[config.mk]
export PLATFORM = sky130hd
export DESIGN_NAME = board_top
export DESIGN_NICKNAME = d
export VERILOG_FILES = /design/src/source/board_pkg.sv /design/src/source/audio_pkg.sv /design/src/source/tick_gen.sv /design/src/source/seg_scan.sv /design/src/source/lab_top.sv /design/src/source/seg_static_latch.sv /design/src/source/i2s_mic_rx.sv /design/src/source/i2s_audio_tx.sv /design/src/source/board_top.sv
export SDC_FILE = /design/constraint.sdc
export NUM_CORES = 1
export LEC_CHECK = 0
export ABC_AREA = 1
export BUFFER_PORTS_ARGS = -buffer_cell sky130_fd_sc_hd__buf_2
export CORE_ASPECT_RATIO = 1.2
export CORE_MARGIN = 5
export CORE_UTILIZATION = 55
export CTS_CLUSTER_DIAMETER = 40
export DETAILED_ROUTE_END_ITERATION = 12
export GPL_TIMING_DRIVEN = 0
export PLACE_DENSITY = 0.87
export SLEW_MARGIN = 20
export SYNTH_ARGS = -nofsm -noshare
export SYNTH_HDL_FRONTEND = slang
export SYNTH_SLANG_ARGS = --single-unit
[constraint.sdc]
create_clock -name clk -period 5.1 [get_ports clk]
set_clock_uncertainty 0.2 [all_clocks]
set_input_delay 0.765 -clock clk [delete_from_list [all_inputs] [get_ports clk]]
set_output_delay 0.765 -clock clk [all_outputs]
set_load 0.02 [all_outputs]
[src/source/board_pkg.sv]
`default_nettype none

package board_pkg;

    // --------------------
    // Dynamic display bus

    typedef logic [7:0] seg_t;        // a..g then h, a is the MSB, positive logic
    typedef logic [3:0] digit_sel_t;  // One-hot digit select

    // --------------------
    // Static board digits

    typedef logic [6:0] hex_seg_t;    // Active low, bit 0 is segment a

    // --------------------
    // Displayed values

    typedef logic [3:0]  nibble_t;    // One hex digit
    typedef logic [15:0] count_t;     // Four hex digits

endpackage

`default_nettype wire

[src/source/audio_pkg.sv]
`default_nettype none

package audio_pkg;

    typedef logic signed [23:0] mic_sample_t;  // Raw microphone word
    typedef logic signed [15:0] snd_sample_t;  // DAC word

    // Sample plus a one-cycle strobe, no ready since I2S never stalls
    typedef struct packed {
        snd_sample_t data;
        logic        valid;
    } snd_beat_t;

    typedef struct packed {
        mic_sample_t data;
        logic        valid;
    } mic_beat_t;

endpackage

`default_nettype wire

[src/source/tick_gen.sv]
`default_nettype none

module tick_gen
#(
    parameter int tick_cycles = 50_000_000
)
(
    input  wire  clk,
    input  wire  rst,
    output logic tick
);

    localparam int w_cnt = $clog2(tick_cycles + 1);
    localparam logic [w_cnt - 1:0] cnt_load = w_cnt'(tick_cycles - 1);

    logic [w_cnt - 1:0] cnt;  // Cycles left until the next pulse

    always_ff @(posedge clk or posedge rst)
    begin
        if (rst)
        begin
            cnt  <= cnt_load;
            tick <= 1'b0;
        end
        else if (cnt == '0)
        begin
            cnt  <= cnt_load;  // Reload and fire
            tick <= 1'b1;
        end
        else
        begin
            cnt  <= cnt - 1'b1;
            tick <= 1'b0;
        end
    end

endmodule

`default_nettype wire

[src/source/seg_scan.sv]
`default_nettype none

module seg_scan
    import board_pkg::*;
#(
    parameter int scan_cycles = 1024
)
(
    input  wire             clk,
    input  wire             rst,
    input  wire count_t     value,
    input  wire digit_sel_t dp,
    output seg_t            abcdefgh,
    output digit_sel_t      digit
);

    localparam int w_cnt = $clog2(scan_cycles + 1);
    localparam logic [w_cnt - 1:0] cnt_load = w_cnt'(scan_cycles - 1);

    logic [w_cnt - 1:0] scan_cnt;
    digit_sel_t         sel;     // Digit being driven next
    nibble_t            nibble;
    logic               dp_bit;

    // Returns segments a..g, a in bit 6
    function automatic logic [6:0] hex_font(input nibble_t n);
        logic [6:0] f;
        case (n)
            4'h0: f = 7'b1111110;
            4'h1: f = 7'b0110000;
            4'h2: f = 7'b1101101;
            4'h3: f = 7'b1111001;
            4'h4: f = 7'b0110011;
            4'h5: f = 7'b1011011;
            4'h6: f = 7'b1011111;
            4'h7: f = 7'b1110000;
            4'h8: f = 7'b1111111;
            4'h9: f = 7'b1111011;
            4'ha: f = 7'b1110111;
            4'hb: f = 7'b0011111;
            4'hc: f = 7'b1001110;
            4'hd: f = 7'b0111101;
            4'he: f = 7'b1001111;
            default: f = 7'b1000111;
        endcase
        return f;
    endfunction

    // --------------------
    // Digit rotation

    always_ff @(posedge clk or posedge rst)
    begin
        if (rst)
        begin
            scan_cnt <= cnt_load;
            sel      <= 4'b0001;
        end
        else if (scan_cnt == '0)
        begin
            scan_cnt <= cnt_load;
            sel      <= {sel[2:0], sel[3]};  // Digit 0 towards digit 3
        end
        else
        begin
            scan_cnt <= scan_cnt - 1'b1;
        end
    end

    always_comb
    begin
        nibble = '0;
        dp_bit = 1'b0;
        for (int i = 0; i < 4; i++)
        begin
            if (sel[i])
            begin
                nibble = value[4 * i +: 4];
                dp_bit = dp[i];
            end
        end
    end

    // Segments and select leave in the same register stage
    always_ff @(posedge clk or posedge rst)
    begin
        if (rst)
        begin
            abcdefgh <= '0;
            digit    <= '0;
        end
        else
        begin
            abcdefgh <= {hex_font(nibble), dp_bit};
            digit    <= sel;
        end
    end

endmodule

`default_nettype wire

[src/source/lab_top.sv]
`default_nettype none

module lab_top
    import board_pkg::*, audio_pkg::*;
#(
    parameter int scan_cycles = 1024
)
(
    input  wire            clk,
    input  wire            rst,
    input  wire            tick,
    input  wire [3:0]      key,    // Active high here
    input  wire [8:0]      sw,
    output seg_t           abcdefgh,
    output digit_sel_t     digit,
    input  wire mic_beat_t mic,
    output snd_beat_t      sound
);

    count_t      cnt;
    snd_sample_t mic_top;
    snd_sample_t snd_data;
    logic        snd_valid;

    // --------------------
    // Hex counter

    always_ff @(posedge clk or posedge rst)
    begin
        if (rst)
            cnt <= '0;
        else if (key[1])
            cnt <= '0;                 // Clear wins over pause
        else if (tick && !key[0])
            cnt <= cnt + 1'b1;
    end

    seg_scan #(
        .scan_cycles (scan_cycles)
    ) u_seg_scan (
        .clk      (clk),
        .rst      (rst),
        .value    (cnt),
        .dp       ({key[0], 3'b000}),  // Digit 3 dp shows pause
        .abcdefgh (abcdefgh),
        .digit    (digit)
    );

    // --------------------
    // Volume

    assign mic_top = mic.data[23:8];

    always_ff @(posedge clk)
    begin
        if (mic.valid)
            snd_data <= mic_top >>> sw[2:0];  // Sign-preserving attenuation
    end

    always_ff @(posedge clk or posedge rst)
    begin
        if (rst)
            snd_valid <= 1'b0;
        else
            snd_valid <= mic.valid;
    end

    assign sound = '{data: snd_data, valid: snd_valid};

endmodule

`default_nettype wire

[src/source/seg_static_latch.sv]
`default_nettype none

module seg_static_latch
    import board_pkg::*;
(
    input  wire             clk,
    input  wire             rst,
    input  wire seg_t       abcdefgh,
    input  wire digit_sel_t digit,
    output hex_seg_t        hex0,
    output hex_seg_t        hex1,
    output hex_seg_t        hex2,
    output hex_seg_t        hex3,
    output digit_sel_t      dp
);

    logic [7:0] hgfedcba;     // Bit 0 is segment a, bit 7 the point
    hex_seg_t   hex_q [4];

    always_comb
    begin
        for (int i = 0; i < 8; i++)
        begin
            hgfedcba[i] = abcdefgh[7 - i];
        end
    end

    // Each digit keeps its last scanned pattern
    always_ff @(posedge clk or posedge rst)
    begin
        if (rst)
        begin
            for (int i = 0; i < 4; i++)
            begin
                hex_q[i] <= '1;       // Blank
            end
            dp <= '0;
        end
        else
        begin
            for (int i = 0; i < 4; i++)
            begin
                if (digit[i])
                begin
                    hex_q[i] <= ~hgfedcba[6:0];
                    dp[i]    <= hgfedcba[7];
                end
            end
        end
    end

    assign hex0 = hex_q[0];
    assign hex1 = hex_q[1];
    assign hex2 = hex_q[2];
    assign hex3 = hex_q[3];

endmodule

`default_nettype wire

[src/source/i2s_mic_rx.sv]
`default_nettype none

module i2s_mic_rx
    import audio_pkg::*;
#(
    parameter int mic_sck_div = 8
)
(
    input  wire  clk,
    input  wire  rst,
    output logic sck,
    output logic ws,
    input  wire  sd,
    output mic_beat_t value
);

    localparam int w_div = $clog2(mic_sck_div + 1);
    localparam logic [w_div - 1:0] div_last = w_div'(mic_sck_div - 1);

    logic [w_div - 1:0] div_cnt;
    logic               sck_rise;
    logic               sck_fall;
    logic [5:0]         bit_cnt;   // 64 sck per stereo frame
    mic_sample_t        shreg;
    logic               word_done;

    // --------------------
    // Serial clocks

    assign sck_rise = (div_cnt == div_last) && !sck;
    assign sck_fall = (div_cnt == div_last) && sck;

    always_ff @(posedge clk or posedge rst)
    begin
        if (rst)
        begin
            div_cnt <= '0;
            sck     <= 1'b0;
        end
        else if (div_cnt == div_last)
        begin
            div_cnt <= '0;
            sck     <= ~sck;
        end
        else
        begin
            div_cnt <= div_cnt + 1'b1;
        end
    end

    always_ff @(posedge clk or posedge rst)
    begin
        if (rst)
            bit_cnt <= '0;
        else if (sck_fall)
            bit_cnt <= bit_cnt + 1'b1;
    end

    assign ws = bit_cnt[5];          // Low half of the frame is left

    // --------------------
    // Left word capture

    // Slot 0 is the one-bit delay, slots 1..24 carry MSB first
    always_ff @(posedge clk)
    begin
        if (sck_rise && bit_cnt >= 6'd1 && bit_cnt <= 6'd24)
            shreg <= {shreg[22:0], sd};
    end

    always_ff @(posedge clk or posedge rst)
    begin
        if (rst)
            word_done <= 1'b0;
        else
            word_done <= sck_rise && (bit_cnt == 6'd24);
    end

    assign value = '{data: shreg, valid: word_done};

endmodule

`default_nettype wire

[src/source/i2s_audio_tx.sv]
`default_nettype none

module i2s_audio_tx
    import audio_pkg::*;
#(
    parameter int dac_bclk_div = 8
)
(
    input  wire            clk,
    input  wire            rst,
    input  wire snd_beat_t sound,
    output logic           mclk,
    output logic           bclk,
    output logic           lrclk,
    output logic           sdata
);

    localparam int w_div = $clog2(dac_bclk_div + 1);
    localparam logic [w_div - 1:0] div_last = w_div'(dac_bclk_div - 1);

    logic [w_div - 1:0] div_cnt;
    logic               bclk_fall;
    logic [4:0]         slot;      // 32 bclk per stereo frame
    logic [4:0]         slot_next;
    snd_sample_t        hold;      // Latest sample, overwritten mid-frame
    snd_sample_t        shreg;

    assign bclk_fall = (div_cnt == div_last) && bclk;
    assign slot_next = slot + 1'b1;
    assign lrclk     = slot[4];

    // --------------------
    // Clocks

    always_ff @(posedge clk or posedge rst)
    begin
        if (rst)
        begin
            mclk    <= 1'b0;
            bclk    <= 1'b0;
            div_cnt <= '0;
            slot    <= '0;
        end
        else
        begin
            mclk <= ~mclk;
            if (div_cnt == div_last)
            begin
                div_cnt <= '0;
                bclk    <= ~bclk;
            end
            else
            begin
                div_cnt <= div_cnt + 1'b1;
            end
            if (bclk_fall)
                slot <= slot_next;
        end
    end

    // --------------------
    // Data

    always_ff @(posedge clk or posedge rst)
    begin
        if (rst)
        begin
            hold  <= '0;
            shreg <= '0;
            sdata <= 1'b0;
        end
        else
        begin
            if (sound.valid)
                hold <= sound.data;
            if (bclk_fall)
            begin
                sdata <= shreg[15];       // MSB lands one bclk after the lrclk edge
                if (slot_next[3:0] == 4'd0)
                    shreg <= hold;        // Same sample for left and right
                else
                    shreg <= {shreg[14:0], 1'b0};
            end
        end
    end

endmodule

`default_nettype wire

[src/source/board_top.sv]
`default_nettype none

module board_top
    import board_pkg::*, audio_pkg::*;
#(
    parameter int tick_cycles  = 50_000_000,
    parameter int scan_cycles  = 1024,
    parameter int mic_sck_div  = 8,
    parameter int dac_bclk_div = 8
)
(
    input  wire        clk,
    input  wire        rst,
    input  wire [3:0]  key,       // Active low
    input  wire [8:0]  sw,
    output digit_sel_t led,       // Decimal points
    output hex_seg_t   hex0,
    output hex_seg_t   hex1,
    output hex_seg_t   hex2,
    output hex_seg_t   hex3,
    output wire        mic_lr,
    output wire        mic_ws,
    output wire        mic_sck,
    input  wire        mic_sd,
    output wire        aud_mclk,
    output wire        aud_bclk,
    output wire        aud_lrclk,
    output wire        aud_sdata
);

    wire             tick;
    wire [3:0]       lab_key;
    wire seg_t       abcdefgh;
    wire digit_sel_t digit;
    wire mic_beat_t  mic;
    wire snd_beat_t  sound;

    assign lab_key = ~key;
    assign mic_lr  = 1'b0;        // Left channel

    tick_gen #(
        .tick_cycles (tick_cycles)
    ) u_tick_gen (
        .clk  (clk),
        .rst  (rst),
        .tick (tick)
    );

    lab_top #(
        .scan_cycles (scan_cycles)
    ) u_lab_top (
        .clk      (clk),
        .rst      (rst),
        .tick     (tick),
        .key      (lab_key),
        .sw       (sw),
        .abcdefgh (abcdefgh),
        .digit    (digit),
        .mic      (mic),
        .sound    (sound)
    );

    seg_static_latch u_seg_static_latch (
        .clk      (clk),
        .rst      (rst),
        .abcdefgh (abcdefgh),
        .digit    (digit),
        .hex0     (hex0),
        .hex1     (hex1),
        .hex2     (hex2),
        .hex3     (hex3),
        .dp       (led)
    );

    i2s_mic_rx #(
        .mic_sck_div (mic_sck_div)
    ) u_i2s_mic_rx (
        .clk   (clk),
        .rst   (rst),
        .sck   (mic_sck),
        .ws    (mic_ws),
        .sd    (mic_sd),
        .value (mic)
    );

    i2s_audio_tx #(
        .dac_bclk_div (dac_bclk_div)
    ) u_i2s_audio_tx (
        .clk   (clk),
        .rst   (rst),
        .sound (sound),
        .mclk  (aud_mclk),
        .bclk  (aud_bclk),
        .lrclk (aud_lrclk),
        .sdata (aud_sdata)
    );

endmodule

`default_nettype wire

==> out/results.ini, run 1 <==
[clocking]
cts_hold_buf = 0
cts_tree = yes
tritoncts.num_buffers = 17
insertion_delay_ns = 0.44
cts_resized = 0
post_cts.repair.setup_buffers = 0
path_clk_slew_ns = 0.07
cts.path.max_buffers = 2
clock_sinks = 199
root_buffer_master = clkbuf_16
cts_max_level = 4

[grt]
grt_antenna_before_repair = 0
grt_util_met2_pct = 33.7
grt_max_degree = 34
use_met1_pct = 23.9
track_usage_pct = 19.4
met3_usage_pct = 3.87
grt.overflow.total = 0
grt_busiest_layer = met2
number_of_global_route_vias_before_repair = 6447
wire_length_of_the_first_global_routing_pass_um = 30100

[floorplan]
core_area_um2 = 16200
initial_utilization_pct = 56.0
ioPinCount = 55
fp.dieArea_um2 = 19200
die_w_um = 127
die_h_um = 151
placementRows = 51

[layout]
post_route_cells_drive_above_1_share_pct = 20.4
n_antenna_cell = 0
finalNetCount = 1058
area_growth_pct = 13.0

[timing]
timing.slew.headroom_pct = 51.7
max_clock_freq_mhz = 446
post-route-worst-setup-slack_ns = 2.86
setup-tns-final_ns = 0
layout_worst_path_cycle_share_pct = 44.0
final_period_minus_worst_setup_slack_ns = 2.24
tightestPinTransition_ns = 0.722
rsz_0062_raised_after_global_routing = false
finalMaxSlewViolations = 0
report.final.hold_viol_count = 0
number_of_setup_violations_in_the_final_report = 0

[logic_synthesis]
yosysWarningCount = 0
synth_cell_types = 49
yosysSeqAreaShare_pct = 57.9
synth_area_per_cell_um2 = 9.48
synth_ff_type = dfrtp_1
synthesis.nets = 990
postSynthRegisterBits = 199
syn-instance-count = 957
mappedNetlistArea_um2 = 9070
postSynth.asyncResetShare_pct = 79.9
number_of_synthesized_flops_with_an_enable_pin = 40

[power]
p_leak_nw = 4.79
power_density_normalized_to_cell_area_nw_per_um2 = 296
peakVddDrop_uv = 239

[worst_setup_path]
crit_path_end_kind = register
crit_arrival_ns = 2.19
crit_path_start_kind = register
required_time_of_the_critical_path_ns = 5.05
critical_path_peak_fanout = 15
crit_type = reg2reg

[route]
drtAntennaViolNets = 0
via_count = 6480
post-route-drc-count = 0
firstDrtPassIters = 5
drt-vias-per-instance = 5.18
drt_iter0_markers = 527
routedWlPerCell_um = 14.1
totalWireLength_um = 17600

[job]
max_cap_violations = 0

[placed_design]
io_buffers = 44
post-dp-hpwl_um = 12300
pre_cts_ws_ns = 2.80
finalWeightedCongestion = 0.902

[min_path]
hp-class = reg2reg

[run_status]
outcome = finished clean

cell usage after synthesis (all sizes together) (7+ instances only):
master  instances  share of area (%)
ha             17                2.3
edfxtp         40                 13
inv            84                3.5
xor2           19                1.8
nand4           8               0.55
nand3          57                3.7
buf            14               0.99
dfstp          57                 17
nor2          106                4.9
o21ai          85                4.8
mux2           16                2.0
nor3           11               0.95
xnor2          11                1.1
mux2i           7               0.77
clkbuf         10               0.41
dfrtp         102                 28
a21oi          14               0.94
nand2         274                 12
power by group:
part	internal [mW]	switching, mW
combinational	0.0194	0.0514
sequential	1.62	0.000000000000000144
clock	0.768	0.577
total	2.41	0.629
layer usage:
metal  vias to the layer above  routed length, µm
met2                       121               9160
met1                      3100               7420
met5                         -                  0
met3                        38                550
met4                         0                469
li1                       3221                  -
logic make-up (layout without fill, tap and decap cells):
kind of cell | Yosys count | after routing | share of synthesized area, %
and+or+nand+nor | 469 | 469 | 22.6
DFF | 199 | 199 | 57.9
AOI/OAI and AO/OA | 109 | 109 | 6.56
buffers and inverters | 109 | 190 | 4.94
xor gates and xnor gates | 30 | 30 | 2.90
muxes | 23 | 23 | 2.76
adders and majority gates | 17 | 17 | 2.34
other | 1 | 1 | 0.0413
final timing paths:
check,from,end,slack (ns),depth (start not counted)
min reg2reg,u_lab_top.u_seg_scan.sel[3]$_DFFE_PP0P_,u_lab_top.u_seg_scan.digit[3]$_DFF_PP0_,0.18,0
max in group asynchronous,rst,u_lab_top.u_seg_scan.scan_cnt[6]$_DFF_PP1_,3.32,5
min,u_lab_top.u_seg_scan.sel[3]$_DFFE_PP0P_,u_lab_top.u_seg_scan.digit[3]$_DFF_PP0_,0.18,0
max,u_i2s_mic_rx.div_cnt[0]$_DFF_PP0_,u_i2s_mic_rx.shreg[20]$_DFFE_PP_,2.86,6
max reg2reg,u_i2s_mic_rx.div_cnt[0]$_DFF_PP0_,u_i2s_mic_rx.shreg[20]$_DFFE_PP_,2.86,6
min in group asynchronous,rst,u_tick_gen.cnt[11]$_DFF_PP0_,0.24,2
cells in the final DEF, fill, tap and decap left out, types with 19 or more instances in the layout:
cell type,instances
buf_2,53
dfrtp_1,102
dfstp_2,57
edfxtp_1,40
inv_1,77
nand2_1,267
nand3_1,48
nor2_1,94
o21ai_0,66
xor2_1,19
flip-flops by register name, indices dropped and copies added (netlist names), 4 cells and up:
name and cells:
u_i2s_audio_tx.div_cnt 4, u_i2s_audio_tx.hold 16, u_i2s_audio_tx.shreg 16, u_i2s_audio_tx.slot 5, u_i2s_mic_rx.bit_cnt 6, u_i2s_mic_rx.div_cnt 4
u_i2s_mic_rx.shreg 24, u_lab_top.cnt 16, u_lab_top.snd_data 16, u_lab_top.u_seg_scan.abcdefgh 8, u_lab_top.u_seg_scan.digit 4, u_lab_top.u_seg_scan.scan_cnt 11
u_lab_top.u_seg_scan.sel 4, u_seg_static_latch.dp 4, u_seg_static_latch.hex0 7, u_seg_static_latch.hex1 7, u_seg_static_latch.hex2 7, u_seg_static_latch.hex3 7
u_tick_gen.cnt 26
per-stage QoR:
step	utilization (%)	area (µm²)	hold WS [ns]	cells	power, mW
2_1_floorplan	-	9080	0.149	957	1.70
3_3_place_gp	59.0	9560	0.157	1213	1.71
3_5_place_dp	59.7	9670	0.173	1218	1.72
4_1_cts	63.3	10300	0.183	1250	3.06
5_1_grt	63.3	10300	0.191	1250	3.13
6_report	63.3	10300	0.183	1250	3.04
critical path: stages, from the launching register on:
cell and delay, ns:
dfrtp_1 0.38, ha_1 0.20, nand2_1 0.08, nor2_2 0.17, nand2_1 0.15, a211oi_4 0.52
buf_8 0.24
area by class of cell:
| class | instances | area [µm²] |
|---|---|---|
| clock inverter | 13 | 154 |
| fill | 1274 | 5950 |
| tap | 212 | 265 |
| multi-input combinational | 649 | 3390 |
| timing repair buffer | 49 | 315 |
| inverter | 85 | 324 |
| clock buffer | 19 | 433 |
| buffer | 24 | 128 |
| sequential | 199 | 5250 |
Note: power is estimated with default switching activity, not from simulation.
==> run 2, diff against run 1 <==
- CORE_UTILIZATION: 55 -> 60
- PLACE_DENSITY: 0.87 -> 0.9
- clock period: 5.1 -> 2.3 ns (I/O delays scaled with it)
==> run 2 against run 1 <==
  * Non-clock buffer count rose by 5
  * First-iteration DRC count shrank 25%
  * Worst hold slack got worse by 0.063 ns
  * Utilization increased by 6.0 points
  * Sequential share of layout area fell by 0.34 points
  * Clock-buffer cell count rose by 1
  * Worst setup slack got worse by 2.7 ns
  * Die area is 7.7% lower
  * Highest routed layer unchanged
  * Register-to-register slack got worse by 2.7 ns
  * Clock power is 110% higher
  * Global-route usage is 2.0 points higher
  * Sequential power grew 120%
==> out/results.ini, run 2 (same netlist as run 1, synthesis figures left out) <==
[run_status]
outcome = finished clean

[min_path]
hp-class = in2reg

[clocking]
path_clk_slew_ns = 0.07
cts_tree = yes
cts_max_level = 4
insertion_delay_ns = 0.43
cts.path.max_buffers = 2
root_buffer_master = clkbuf_16
tritoncts.num_buffers = 17
clock_sinks = 199

[grt]
wire_length_of_the_first_global_routing_pass_um = 30400
number_of_global_route_vias_before_repair = 6574
grt.overflow.total = 0
track_usage_pct = 21.5
grt_antenna_before_repair = 0
grt_max_degree = 38

[layout]
largest_register_ffs = 26
post_route_cells_drive_above_1_share_pct = 20.3
instances_no_fill = 1248
reg_top3 = u_tick_gen.cnt x26, u_i2s_mic_rx.shreg x24
fin_area_um2 = 10300
max_flop_register = u_tick_gen.cnt
layout_common_cells = nand2_1 (267), dfrtp_1 (102), nor2_1 (94)
layout_commonest_cell = nand2_1
area_growth_pct = 13.8
nFillCells = 1040
finalNetCount = 1064
n_antenna_cell = 0

[floorplan]
die_h_um = 145
die_w_um = 122
core_area_um2 = 14900
ioPinCount = 55
placementRows = 49
fp.dieArea_um2 = 17700
initial_utilization_pct = 60.9

[placed_design]
finalWeightedCongestion = 0.921
io_buffers = 44
post-dp-hpwl_um = 11900
placed_cells_incl_taps = 1210
placement.cell_area_um2 = 9680

[worst_setup_path]
crit_path_start_kind = register
crit_arrival_ns = 2.02
required_time_of_the_critical_path_ns = 2.16
cp_slowest_stage_delay_ns = 0.65
timing.critical_path.max_delay_family = compound AO/OA/AOI/OAI gates
critical_path_peak_fanout = 12
crit_path_end_kind = register
cp_num_buf_inv = 1
cp_slowest_cell = a211oi_4
crit_type = reg2reg
crit_path_cell_trace = inv_1, ha_1, nand4_1, a211oi_4

[power]
switching_power_mw = 1.38
power.combinational.fraction_pct = 2.5
p_leak_nw = 4.82
peakVddDrop_uv = 481
intPower_mw = 5.25
power.share.clock_pct = 43.3
post-layout-total-power_mw = 6.64
power_frac_seq_pct = 54.2
netSwitchingFraction_pct = 20.8
power_density_normalized_to_cell_area_nw_per_um2 = 643

[route]
drt-vias-per-instance = 5.29
firstDrtPassIters = 5
post-route-drc-count = 0
drt_iter0_markers = 395
via_count = 6601
routedWlPerCell_um = 14.1
drtAntennaViolNets = 0
totalWireLength_um = 17600

[timing]
tightestPinTransition_ns = 0.647
final_period_minus_worst_setup_slack_ns = 2.16
layout_worst_path_cycle_share_pct = 93.7
timing.slew.headroom_pct = 56.6
max_clock_freq_mhz = 464
report.final.hold_viol_count = 0
rsz_0062_raised_after_global_routing = false
finalMaxSlewViolations = 0
number_of_setup_violations_in_the_final_report = 0

[job]
max_cap_violations = 0

run 2: final timing paths:
kind | slack, ns | cells after the start | startpoint | endpoint
setup / recovery | 0.14 | 4 | u_i2s_mic_rx.bit_cnt[1]$_DFFE_PP0P_ | u_i2s_mic_rx.shreg[1]$_DFFE_PP_
hold / removal | 0.12 | 3 | sw[2] | u_lab_top.snd_data[14]$_DFFE_PP_
setup reg to reg | 0.14 | 4 | u_i2s_mic_rx.bit_cnt[1]$_DFFE_PP0P_ | u_i2s_mic_rx.shreg[1]$_DFFE_PP_
hold reg to reg | 0.18 | 0 | u_lab_top.u_seg_scan.sel[3]$_DFFE_PP0P_ | u_lab_top.u_seg_scan.digit[3]$_DFF_PP0_
max in group asynchronous | 0.70 | 5 | rst | u_seg_static_latch.hex2[5]$_DFFE_PP1P_
min in group asynchronous | 0.34 | 3 | rst | u_i2s_audio_tx.shreg[12]$_DFFE_PP0P_
run 2: cell type report:
cell class | instances | area, µm² | area share (%)
flip-flops and latches | 199 | 5250 | 50.9
multi-input cells | 650 | 3410 | 33.0
clock buffers | 20 | 437 | 4.23
repair buffers | 54 | 395 | 3.83
inverters | 85 | 324 | 3.14
well taps | 204 | 255 | 2.47
clock inverters | 12 | 128 | 1.24
plain buffers | 24 | 128 | 1.24
run 2: layer usage:
layer	wire length (µm)	up-vias	track usage, %
li1	-	3236	-
met1	7400	3168	26.7
met2	9100	149	36.8
met3	577	48	4.24
met4	484	0	9.14
met5	0	-	0
run 2: what timing repair did:
| action | 4_1_cts | 5_1_grt |
|---|---|---|
| hold buffers | 4 | 0 |
| cloned | 1 | 0 |
| hold endpoints to repair | 19 | 0 |
| resized for setup | 1 | 0 |
| setup buffers | 0 | 1 |
| setup endpoints to repair | 24 | 12 |
| pin swaps | 1 | 1 |
run 2: power groups by stage:
| stage | clock network [mW] | registers, mW | logic, mW |
|---|---|---|---|
| global route | 3.08 | 3.59 | 0.194 |
| finish | 2.87 | 3.60 | 0.168 |
| global placement | 0 | 3.66 | 0.139 |
| CTS | 2.92 | 3.60 | 0.171 |
| detailed placement | 0 | 3.66 | 0.165 |
| floorplan | 0 | 3.66 | 0.0997 |
run 2: worst min-delay path: cells and delay by family:
kind	cells	cell delay, ns
buffers and inverters	1	0.10
AND/OR/NAND/NOR	2	0.20
run 2: stage by stage:
stage | util [%] | setup TNS [ns] | hold slack [ns] | setup WS [ns]
after global routing | 69.3 | 0 | 0.119 | 0.0229
after global placement | 64.2 | -140.53 | 0.159 | -1.12
after floorplan | - | -21.76 | 0.149 | -0.213
after CTS | 69.2 | 0 | 0.0978 | 0.0650
after detailed placement | 65.0 | -5.02 | 0.160 | -0.210
final | 69.3 | 0 | 0.120 | 0.145
